===== src/verilog/ec_params.svh =====
`ifndef EC_PARAMS_SVH
`define EC_PARAMS_SVH

//////////////////////////////////////////////////
// Probability model
//////////////////////////////////////////////////

// Precision of the inverted CDF values (Q15).
`define EC_PROB_BITS 15

// Bits dropped from a CDF bound before it meets the range.
`define EC_PROB_SHIFT 6

// Probability kept in reserve for every remaining symbol.
`define EC_MIN_PROB 4

// Largest alphabet the coder accepts.
`define EC_MAX_SYMBOLS 16

//////////////////////////////////////////////////
// Coder state
//////////////////////////////////////////////////

`define EC_RANGE_BITS 16   // Width of the range register.
`define EC_WINDOW_BITS 32  // Width of the low window.

// Values loaded by reset.
`define EC_RANGE_INIT 32768
`define EC_CNT_INIT (-9)

`endif

===== src/verilog/ec_pkg.sv =====
`default_nettype none
`include "ec_params.svh"

package ec_pkg;

    //////////////////////////////////////////////////
    // Scalar types
    //////////////////////////////////////////////////

    typedef logic [`EC_PROB_BITS:0] ec_prob_t;     // One bit above Q15 so 32768 fits.
    typedef logic [`EC_RANGE_BITS-1:0] ec_range_t;
    typedef logic [`EC_WINDOW_BITS-1:0] ec_window_t;
    typedef logic signed [31:0] ec_count_t;        // Negative while bits are still pending.
    typedef logic [$clog2(`EC_MAX_SYMBOLS)-1:0] ec_symbol_t;
    typedef logic [$clog2(`EC_MAX_SYMBOLS):0] ec_nsyms_t;
    typedef logic [15:0] ec_word_t;

    //////////////////////////////////////////////////
    // Stage links
    //////////////////////////////////////////////////

    // One symbol to encode, as presented at the top.
    typedef struct packed {
        ec_prob_t   fl;
        ec_prob_t   fh;
        ec_symbol_t symbol;
        ec_nsyms_t  nsyms;
    } ec_symbol_req_t;

    // Decode output. The bounds are already shifted down to 10 bits.
    typedef struct packed {
        ec_prob_t  fl_q;
        ec_prob_t  fh_q;
        ec_range_t u_off;      // Reserve added to the lower product.
        ec_range_t v_off;      // Reserve added to the upper product.
        logic      has_lower;
    } ec_scaled_t;

    // New interval before normalization.
    typedef struct packed {
        ec_range_t  range;
        ec_window_t low;
    } ec_interval_t;

    typedef struct packed {
        ec_range_t  range;
        ec_window_t low;
        ec_count_t  cnt;
    } ec_state_t;

    // Pre-carry words of one symbol, in the order they were produced.
    typedef struct packed {
        logic [1:0] count;
        ec_word_t   word0;
        ec_word_t   word1;
    } ec_emit_t;

endpackage

`default_nettype wire


===== src/verilog/arithmetic_encoder.sv =====
`default_nettype none

module arithmetic_encoder (
    input  logic                   general_clk,
    input  logic                   reset,
    input  logic                   symbol_valid,
    input  ec_pkg::ec_symbol_req_t symbol_req,
    output ec_pkg::ec_state_t      state,
    output ec_pkg::ec_emit_t       emit
);
    import ec_pkg::*;

    logic         scaled_valid;
    ec_scaled_t   scaled;
    ec_interval_t interval;

    //////////////////////////////////////////////////
    // Decode stage with one register
    //////////////////////////////////////////////////

    ec_symbol_decode u_decode (
        .general_clk  (general_clk),
        .reset        (reset),
        .symbol_valid (symbol_valid),
        .symbol_req   (symbol_req),
        .scaled_valid (scaled_valid),
        .scaled       (scaled)
    );

    // Execute reads the live state, so back-to-back symbols chain.
    ec_interval_update u_execute (
        .scaled   (scaled),
        .state    (state),
        .interval (interval)
    );

    ec_renormalize u_result (
        .general_clk  (general_clk),
        .reset        (reset),
        .scaled_valid (scaled_valid),
        .interval     (interval),
        .state        (state),
        .emit         (emit)
    );

endmodule

`default_nettype wire


===== src/verilog/ec_renormalize.sv =====
`default_nettype none
`include "ec_params.svh"

module ec_renormalize (
    input  logic                 general_clk,
    input  logic                 reset,
    input  logic                 scaled_valid,
    input  ec_pkg::ec_interval_t interval,
    output ec_pkg::ec_state_t    state,
    output ec_pkg::ec_emit_t     emit
);
    import ec_pkg::*;

    ec_state_t  state_q;
    ec_state_t  state_d;
    logic [4:0] lz;         // Leading zeros of the new range.
    ec_count_t  zeros;
    ec_count_t  c;
    ec_count_t  s;
    ec_window_t low;
    ec_word_t   word_last;
    logic [1:0] count_d;
    ec_word_t   word0_d;
    ec_word_t   word1_d;
    logic [1:0] emit_count;
    ec_word_t   emit_word0;
    ec_word_t   emit_word1;

    function automatic logic [4:0] lead_zeros(input ec_range_t value);
        logic [4:0] count;
        count = 5'd16;
        for (int i = 0; i < $bits(ec_range_t); i++) begin
            if (value[i]) begin
                count = 5'(15 - i);  // The highest set bit wins.
            end
        end
        return count;
    endfunction

    function automatic ec_window_t low_mask(input logic [4:0] bits);
        return (ec_window_t'(1) << bits) - ec_window_t'(1);
    endfunction

    //////////////////////////////////////////////////
    // Normalization and word extraction
    //////////////////////////////////////////////////

    always_comb begin
        lz        = lead_zeros(interval.range);
        zeros     = ec_count_t'({27'd0, lz});
        c         = state_q.cnt;
        s         = c + zeros;
        low       = interval.low;
        word_last = '0;
        count_d   = 2'd0;
        word0_d   = '0;
        word1_d   = '0;

        // A non-negative count means at least one full word sits above the window.
        if (s >= 0) begin
            c = c + 16;
            if (s >= 8) begin
                word0_d = ec_word_t'(low >> c[4:0]);
                low     = low & low_mask(c[4:0]);
                c       = c - 8;
                count_d = 2'd1;
            end
            word_last = ec_word_t'(low >> c[4:0]);
            low       = low & low_mask(c[4:0]);
            s         = c + zeros - 24;
            if (count_d == 2'd1) begin
                word1_d = word_last;
            end else begin
                word0_d = word_last;
            end
            count_d = count_d + 2'd1;
        end

        state_d.range = interval.range << lz;
        state_d.low   = low << lz;  // Bits shifted past the window are gone.
        state_d.cnt   = s;
    end

    //////////////////////////////////////////////////
    // State and emission registers
    //////////////////////////////////////////////////

    always_ff @(posedge general_clk) begin
        if (reset) begin
            state_q.range <= ec_range_t'(`EC_RANGE_INIT);
            state_q.low   <= '0;
            state_q.cnt   <= ec_count_t'(`EC_CNT_INIT);
            emit_count    <= 2'd0;
        end else if (scaled_valid) begin
            state_q    <= state_d;
            emit_count <= count_d;
        end else begin
            emit_count <= 2'd0;  // Words are shown for one cycle only.
        end
    end

    always_ff @(posedge general_clk) begin
        if (scaled_valid) begin
            emit_word0 <= word0_d;
            emit_word1 <= word1_d;
        end
    end

    assign state       = state_q;
    assign emit.count  = emit_count;
    assign emit.word0  = emit_word0;
    assign emit.word1  = emit_word1;

    // An empty interval means the decode offsets or the CDF were inconsistent.
    a_range_nonzero: assert property (
        @(posedge general_clk) disable iff (reset)
        scaled_valid |-> (interval.range != '0))
        else $error("Interval update produced an empty range.");

    a_range_normalized: assert property (
        @(posedge general_clk) disable iff (reset)
        state_q.range[15])
        else $error("Stored range 0x%04h lost its top bit.", state_q.range);

endmodule

`default_nettype wire


===== src/verilog/ec_interval_update.sv =====
`default_nettype none

module ec_interval_update (
    input  ec_pkg::ec_scaled_t   scaled,
    input  ec_pkg::ec_state_t    state,
    output ec_pkg::ec_interval_t interval
);
    import ec_pkg::*;

    logic [7:0]  range_hi;  // Top byte of the current range.
    logic [17:0] prod_fl;
    logic [17:0] prod_fh;
    ec_range_t   u;
    ec_range_t   v;

    //////////////////////////////////////////////////
    // Range by probability products
    //////////////////////////////////////////////////

    // Only the top 8 bits of the range take part in the multiply.
    assign range_hi = state.range[15:8];

    assign prod_fl = range_hi * scaled.fl_q[9:0];
    assign prod_fh = range_hi * scaled.fh_q[9:0];

    // The products drop one more bit, then take the reserve of the symbols above.
    assign u = prod_fl[16:1] + scaled.u_off;
    assign v = prod_fh[16:1] + scaled.v_off;

    //////////////////////////////////////////////////
    // New interval
    //////////////////////////////////////////////////

    always_comb begin
        if (scaled.has_lower) begin
            // The part of the range above u belongs to lower-indexed symbols.
            interval.range = u - v;
            interval.low   = state.low + ec_window_t'(state.range - u);
        end else begin
            interval.range = state.range - v;  // Low is untouched.
            interval.low   = state.low;
        end
    end

endmodule

`default_nettype wire


===== src/verilog/ec_symbol_decode.sv =====
`default_nettype none
`include "ec_params.svh"

module ec_symbol_decode (
    input  logic                   general_clk,
    input  logic                   reset,
    input  logic                   symbol_valid,
    input  ec_pkg::ec_symbol_req_t symbol_req,
    output logic                   scaled_valid,
    output ec_pkg::ec_scaled_t     scaled
);
    import ec_pkg::*;

    logic [5:0] remain_u;  // Symbols from symbol-1 to the top of the alphabet.
    logic [5:0] remain_v;  // Symbols above the current one.
    ec_scaled_t scaled_d;

    //////////////////////////////////////////////////
    // Scaling and reserve offsets
    //////////////////////////////////////////////////

    always_comb begin
        remain_u = {1'b0, symbol_req.nsyms} - {2'b00, symbol_req.symbol};
        remain_v = remain_u - 6'd1;

        scaled_d.fl_q  = symbol_req.fl >> `EC_PROB_SHIFT;
        scaled_d.fh_q  = symbol_req.fh >> `EC_PROB_SHIFT;
        scaled_d.u_off = ec_range_t'(remain_u * `EC_MIN_PROB);
        scaled_d.v_off = ec_range_t'(remain_v * `EC_MIN_PROB);

        // A bound of exactly 32768 means the symbol starts at the top of the range.
        scaled_d.has_lower = (symbol_req.fl < ec_prob_t'(1 << `EC_PROB_BITS));
    end

    always_ff @(posedge general_clk) begin
        if (reset) begin
            scaled_valid <= 1'b0;
        end else begin
            scaled_valid <= symbol_valid;
        end
    end

    always_ff @(posedge general_clk) begin
        if (symbol_valid) begin
            scaled <= scaled_d;  // Held between symbols.
        end
    end

    //////////////////////////////////////////////////
    // Request contract
    //////////////////////////////////////////////////

    a_nsyms_range: assert property (
        @(posedge general_clk) disable iff (reset)
        symbol_valid |-> (symbol_req.nsyms >= 2) &&
                         (symbol_req.nsyms <= `EC_MAX_SYMBOLS))
        else $error("Alphabet size %0d is outside 2..16.", symbol_req.nsyms);

    a_symbol_in_alphabet: assert property (
        @(posedge general_clk) disable iff (reset)
        symbol_valid |-> ({1'b0, symbol_req.symbol} < symbol_req.nsyms))
        else $error("Symbol %0d is not below nsyms.", symbol_req.symbol);

    // The CDF is inverted, so the bound at the symbol lies below the bound before it.
    a_bounds_ordered: assert property (
        @(posedge general_clk) disable iff (reset)
        symbol_valid |-> (symbol_req.fh < symbol_req.fl))
        else $error("fh %0d is not below fl %0d.", symbol_req.fh, symbol_req.fl);

endmodule

`default_nettype wire


===== config.mk =====
export PLATFORM = sky130hd
export DESIGN_NAME = arithmetic_encoder
export DESIGN_NICKNAME = d
export VERILOG_FILES = /design/src/verilog/ec_pkg.sv /design/src/verilog/arithmetic_encoder.sv /design/src/verilog/ec_renormalize.sv /design/src/verilog/ec_interval_update.sv /design/src/verilog/ec_symbol_decode.sv
export VERILOG_INCLUDE_DIRS = /design/src /design/src/verilog
export SDC_FILE = /design/constraint.sdc
export NUM_CORES = 1
export LEC_CHECK = 0
export ABC_AREA = 1
export BUFFER_PORTS_ARGS = -buffer_cell sky130_fd_sc_hd__buf_2
export CAP_MARGIN = 10
export CORE_UTILIZATION = 30
export DETAILED_ROUTE_END_ITERATION = 10
export HOLD_SLACK_MARGIN = 0.06
export PLACE_DENSITY = 0.43
export SLEW_MARGIN = 20
export SYNTH_ARGS = -nofsm -noshare
export SYNTH_HDL_FRONTEND = slang
export SYNTH_SLANG_ARGS = --single-unit

===== constraint.sdc =====
create_clock -name general_clk -period 22 [get_ports general_clk]
set_input_delay 3.3 -clock general_clk [delete_from_list [all_inputs] [get_ports general_clk]]
set_output_delay 3.3 -clock general_clk [all_outputs]
set_load 0.05 [all_outputs]

## After elaboration in Yosys (flattened, before gate mapping)

Cells that the tools add are included.

| operators by class | value |
|---|---|
| $add $sub $neg | 16 |
| multipliers | 2 |
| $lt $le $gt $ge | 3 |
| equality and inequality tests | 1 |
| shift-type cells | 6 |
| multiplexer cells | 27 |
| bitwise operators | 4 |
| reduce and logical (&&, ||, !) cells | 2 |

Operators by type and width:

| operator | number |
|---|---|
| 32-bit two-way mux | 6 |
| 5-bit two-way mux | 16 |
| 32-bit by 6-bit adder with 32-bit output | 2 |
| 32-bit AND | 2 |
| 1-bit by 5-bit left shift with 32-bit output (first input constant) | 2 |
| 32-bit by 5-bit right shift with 16-bit output | 2 |
| 32-bit by 1-bit subtractor with 32-bit output (second input constant) | 2 |
| 48-bit two-way mux | 1 |
| 8-bit by 10-bit multiplier with 17-bit output | 2 |
| 16-bit by 8-bit adder with 16-bit output | 2 |
| 32-bit adder | 1 |
| 32-bit by 6-bit adder with 32-bit output (second input constant) | 1 |
| 32-bit by 1-bit greater-or-equal comparator with 1-bit output (second input constant) | 1 |
| 32-bit by 5-bit greater-or-equal comparator with 1-bit output (second input constant) | 1 |
| 16-bit two-way mux | 2 |
| 32-bit by 5-bit left shift with 32-bit output | 1 |
| 16-bit subtractor | 2 |
| 32-bit by 5-bit subtractor with 32-bit output (second input constant) | 1 |
| 32-bit by 6-bit subtractor with 32-bit output (second input constant) | 1 |
| 16-bit by 16-bit subtractor with 17-bit output | 1 |
| 16-bit < comparator (second input constant) | 1 |
| 16-bit by 5-bit left shift with 16-bit output | 1 |
| 5-bit by 4-bit subtractor with 6-bit output | 1 |
| 6-bit by 1-bit subtractor with 6-bit output (second input constant) | 1 |
| other kinds (7) | 8 |

| storage, ports and cells | value |
|---|---|
| bits in registers | 148 |
| bits of input ports | 44 |

## Longest topological paths before layout

| depth | value |
|---|---|
| depth in word-level cells | 30 |
| mapped depth | 87 |
| depth with buffers taken out | 82 |

## Hierarchy

Synthesis repeated with hierarchy kept, for this count alone.

| second synthesis, totals | value |
|---|---|
| cell total of the unflattened synthesis | 4417 |
| area, all modules | 27064.7 µm² |

Modules (own cells, without submodules):

| module | times used | cells each | area an instance (µm²) | seq. area each (µm²) |
|---|---|---|---|---|
| ec_renormalize | 1 | 2581 | 14757.9 | 2602.5 |
| ec_interval_update | 1 | 1711 | 10705.3 | 0.0 |
| ec_symbol_decode | 1 | 125 | 1601.5 | 1011.0 |

## Worst setup path after synthesis

Ideal clock, no wire load.

| timing | value |
|---|---|
| path type | register to register |
| start | register u_result.state_q, in the netlist u_result.state[79] |
| end | register u_result.state_q, in the netlist u_result.state[28] |
| library setup time | 138 ps |
| data arrival time | 12253 ps |
| path slack | 9609 ps |
| stages on the path, launching flop included | 81 |
| period minus slack after synthesis | 12391 ps |
| path through | dfxtp_1 > clkbuf_1 > clkbuf_1 > nand2_1 > fa_1 > fa_1 > fa_1 > fa_1 > inv_1 > ha_1 > inv_1 > o21ai_0 > xnor2_1 > inv_1 > ha_1 > nand3_1 > nand2_1 > inv_1 > (+45 left out) > nand2_1 > a21oi_1 > o21bai_1 > nand3_1 > nand2_1 > inv_1 > o21ai_0 > a21oi_1 > o21ai_0 > a21oi_1 > inv_1 > a21oi_1 > o21ai_0 > a31oi_1 > nand2_1 > nand2_1 > o221ai_1 > o211ai_1 |

| on the way | value |
|---|---|
| word-level cells in the longest chain between the ends | 21 |
| elaborated cells on any way between the ends | 25 |
| classes of those cells | add/sub (7); mul (2); order compare (2); mux (14) |

Ends and longest elaborated chain:

| what | RTL line | RTL |
|---|---|---|
| from (decl) | ec_renormalize.sv:14 | `ec_state_t state_q;` |
| from (signal assigned) | ec_renormalize.sv:95 | `state_q <= state_d;` |
| 8-bit by 10-bit multiplier with 17-bit output, on equally long branches | ec_interval_update.sv:24, ec_interval_update.sv:23 |  |
| 16-bit by 8-bit adder with 16-bit output, on equally long branches | ec_interval_update.sv:28, ec_interval_update.sv:27 |  |
| 16-bit subtractor, on equally long branches | ec_interval_update.sv:40, ec_interval_update.sv:37 |  |
| 48-bit two-way mux (*) | ec_interval_update.sv:35 | `if (scaled.has_lower) begin` |
| 5-bit two-way mux (9 in series) | ec_renormalize.sv:33 | `if (value[i]) begin` |
| 5-bit two-way mux (*) | ec_renormalize.sv:33 |  |
| 32-bit by 6-bit adder with 32-bit output | ec_renormalize.sv:52 | `s = c + zeros;` |
| 32-bit by 5-bit greater-or-equal comparator with 1-bit output | ec_renormalize.sv:62 | `if (s >= 8) begin` |
| 32-bit two-way mux | ec_renormalize.sv:62 |  |
| 32-bit two-way mux | ec_renormalize.sv:60 | `if (s >= 0) begin` |
| 32-bit by 6-bit adder with 32-bit output | ec_renormalize.sv:70 | `s = c + zeros - 24;` |
| 32-bit by 6-bit subtractor with 32-bit output | ec_renormalize.sv:70 |  |
| 32-bit two-way mux (*) | ec_renormalize.sv:60 |  |

Every way passes the cells marked *; elsewhere a longest branch is shown, timed or not. The select of a mux whose other input is x is not followed.
A chain may end at the register's enable or synchronous reset.

## Worst setup path in the final report

| timing | value |
|---|---|
| start | register u_result.state_q, in the netlist u_result.state[76] |
| end | register u_result.state_q, in the netlist u_result.state[28] |

| on the way | value |
|---|---|
| word-level cells in the longest chain between the ends | 24 |
| elaborated cells on any way between the ends | 28 |
| classes of those cells | add/sub (7); mul (2); order compare (2); mux (17) |

Ends and longest elaborated chain:

| what | RTL line |
|---|---|
| 8-bit by 10-bit multiplier with 17-bit output, on equally long branches | ec_interval_update.sv:24, ec_interval_update.sv:23 |
| 16-bit by 8-bit adder with 16-bit output, on equally long branches | ec_interval_update.sv:28, ec_interval_update.sv:27 |
| 16-bit subtractor, on equally long branches | ec_interval_update.sv:40, ec_interval_update.sv:37 |
| 48-bit two-way mux (*) | ec_interval_update.sv:35 |
| 5-bit two-way mux (12 in series) | ec_renormalize.sv:33 |
| 5-bit two-way mux (*) | ec_renormalize.sv:33 |
| 32-bit by 6-bit adder with 32-bit output | ec_renormalize.sv:52 |
| 32-bit by 5-bit greater-or-equal comparator with 1-bit output | ec_renormalize.sv:62 |
| 32-bit two-way mux | ec_renormalize.sv:62 |
| 32-bit two-way mux | ec_renormalize.sv:60 |
| 32-bit by 6-bit adder with 32-bit output | ec_renormalize.sv:70 |
| 32-bit by 6-bit subtractor with 32-bit output | ec_renormalize.sv:70 |
| 32-bit two-way mux (*) | ec_renormalize.sv:60 |

Marks and branches as above.

==> impl_metrics.py <==
metrics = {
    "detailed_routing": {
        "vias": 25800,
        "totalWireLength_um": 94500,
        "drtAntennaViolNets": 0,
        "drc": 0,
        "drtIter0Drc": 1653,
        "firstDrtPassIters": 6,
        "wl_per_cell_um": 18.2,
        "via_per_inst": 4.98,
    },
    "critical_path": {
        "worstPathRequired_ns": 22.37,
        "crit_path_max_incr_delay_ns": 0.75,
        "critPathKind": "reg2reg",
        "slowest_stage": "dfxtp_1",
        "crit_top_cell": "nand2_1",
        "crit_path_end_kind": "flop",
        "cp_max_fo": 63,
        "worstSetupStartpointType": "flop",
        "cp.arrival_ns": 16.51,
    },
    "grt": {
        "use_met2_pct": 37.7,
        "grt_first_pass_wirelength_um": 145000,
        "grt_pass1_vias": 24800,
        "grt-ovfl-total": 0,
        "grt_util_met1_pct": 28.5,
        "grtUsageTotal_pct": 22.0,
        "top_usage_layer": "met2",
        "antenna_found_initial": 0,
        "gr-usage-met3_pct": 2.55,
        "grt_max_degree": 80,
    },
    "clock_tree": {
        "clkLatencyLatePin_ns": 0.51,
        "cts_setup_buffers": 0,
        "cts_root_buf": "clkbuf_16",
        "clock-sinks": 148,
        "cts-htree-levels": 4,
        "hold_buffers": 0,
        "path_clk_slew_ns": 0.07,
        "cts_tree": "yes",
        "cts_buffer_depth": 2,
        "numCtsBuffers": 17,
        "cts-resized-gates": 0,
    },
    "synth": {
        "async_reset_ff_share_pct": 0,
        "ys_seq_area_share_pct": 14.3,
        "ys_ff_latch": 148,
        "synth_top_flop_cell": "dfxtp_1",
        "synth.avg_cell_area_um2": 6.23,
        "synth_warnings": 0,
        "synth_cell_types": 72,
        "syn_area_um2": 25300,
        "synth-edff-count": 65,
        "postSynthCellCount": 4063,
        "syn_nets": 4403,
    },
    "placed_design": {
        "dp_cells": 5149,
        "placed_area_um2": 26900,
        "gp_congestion": 0.906,
        "dp_hpwl_um": 74300,
        "port_buffers": 145,
    },
    "sta": {
        "timing.slew.headroom_pct": 24.4,
        "fin_crit_sh_pct": 73.4,
        "finalClockSkew_ns": 0.0242,
        "fin_setup_tns_ns": 0,
        "setup_viol": 0,
        "report.final.slew_viol_count": 0,
        "fin_crit_ns": 16.14,
        "worstMarginPinSlew_ns": 1.12,
        "rsz0062_at_grt": "no",
        "clock.fmax_mhz": 61.9,
        "hold-worst-slack_ns": 0.516,
        "hold_viol": 0,
    },
    "die": {
        "row_count": 106,
        "core_um2": 83600,
        "dieArea_um2": 85500,
        "die_w_um": 292,
        "ioPinCount": 158,
        "start_util_pct": 30.3,
        "die_y_um": 292,
    },
    "finish": {
        "final_cells": 5181,
        "final_common_cell": "nand2_1",
        "nets": 4428,
        "final_cell_mix": "nand2_1, inv_1, nand3_1",
        "antenna_cells": 0,
        "design_area_um2": 27500,
        "drive_gt1_share_pct": 7.95,
        "area_growth_pct": 8.63,
    },
    "flow_run": {
        "drv_cap": 0,
    },
    "min_path": {
        "min_path_type": "reg2reg",
    },
    "status": {
        "status": "finished, final reports clean",
    },
}
## cell families (layout without fill, tap and decap cells)
family,Yosys count,count (layout),synth area share [%]
fa+ha+maj,296,296,17.7
compound gates,761,761,17.1
xor+xnor,192,192,6.68
simple gates,1859,1859,31.4
flops,148,148,14.3
buf+inv,795,833,12.3
mux,12,12,0.475
## sequential cells by signal, indices dropped and copies added (netlist names)
signal and cells:
u_result.emit_word0 16, u_decode.scaled 33, u_result.emit_count 2, u_decode.scaled_valid 1, u_result.state 80, u_result.emit_word1 16
## critical path, delay by kind of cell (launching register included)
kind / cells / cell delay (ns)
AOI/OAI and AO/OA: 16 / 3.93
xor gates and xnor gates: 2 / 0.38
adders and majority gates: 10 / 3.97
buffers and inverters: 15 / 2.61
DFF: 1 / 0.75
and+or+nand+nor: 35 / 4.33
## worst paths after layout
path	start	end	slack (ns)	depth (start not counted)
worst max-delay path	u_result.state[76]	u_result.state[28]	5.86	78
worst min-delay path	u_result.state[64]	u_result.state[64]	0.52	2
worst max register to register	u_result.state[76]	u_result.state[28]	5.86	78
worst min register to register	u_result.state[64]	u_result.state[64]	0.52	2
## metrics by stage
stage / setup WS, ns / util, %
6_report: 5.86 / 32.9
5_1_grt: 4.22 / 32.9
4_1_cts: 5.63 / 32.9
3_5_place_dp: 5.69 / 32.2
3_3_place_gp: 5.68 / 32.2
2_1_floorplan: 9.61 / -
## routing by layer
| metal | part of all wire (%) | vias to the layer above | routed length [um] |
|---|---|---|---|
| met2 | 48 | 532 | 45200 |
| met1 | 46 | 11900 | 43200 |
| li1 | - | 13300 | - |
| met3 | 3.3 | 105 | 3140 |
| met5 | 0 | - | 0 |
| met4 | 3.1 | 0 | 2900 |
## synthesized netlist by cell type, drive strengths merged (20+ instances only)
master / count / area, um^2
nand2: 1128 / 4310
inv: 612 / 2300
nand3: 352 / 1820
o21ai: 316 / 1590
a21oi: 263 / 1340
nor2: 259 / 1070
ha: 193 / 2410
xor2: 145 / 1280
clkbuf: 114 / 448
fa: 103 / 2060
dfxtp: 83 / 1660
edfxtp: 65 / 1950
buf: 64 / 344
o211ai: 53 / 423
xnor2: 47 / 412
nor3: 41 / 220
nand4: 34 / 228
a31oi: 24 / 150
o221ai: 22 / 193
o21bai: 20 / 154
or2: 20 / 125
## cell type report
cell class	instances	area, um^2
clock buffer	21	504
clock inverter	11	85.1
fill	9536	56100
inverter	617	2320
multi-input combinational	3120	18600
sequential	148	3620
tap	1080	1350
timing repair buffer	184	1020
Power is not shown: default switching activity piles up to over one toggle a cycle in this logic, so the estimate is an artifact.
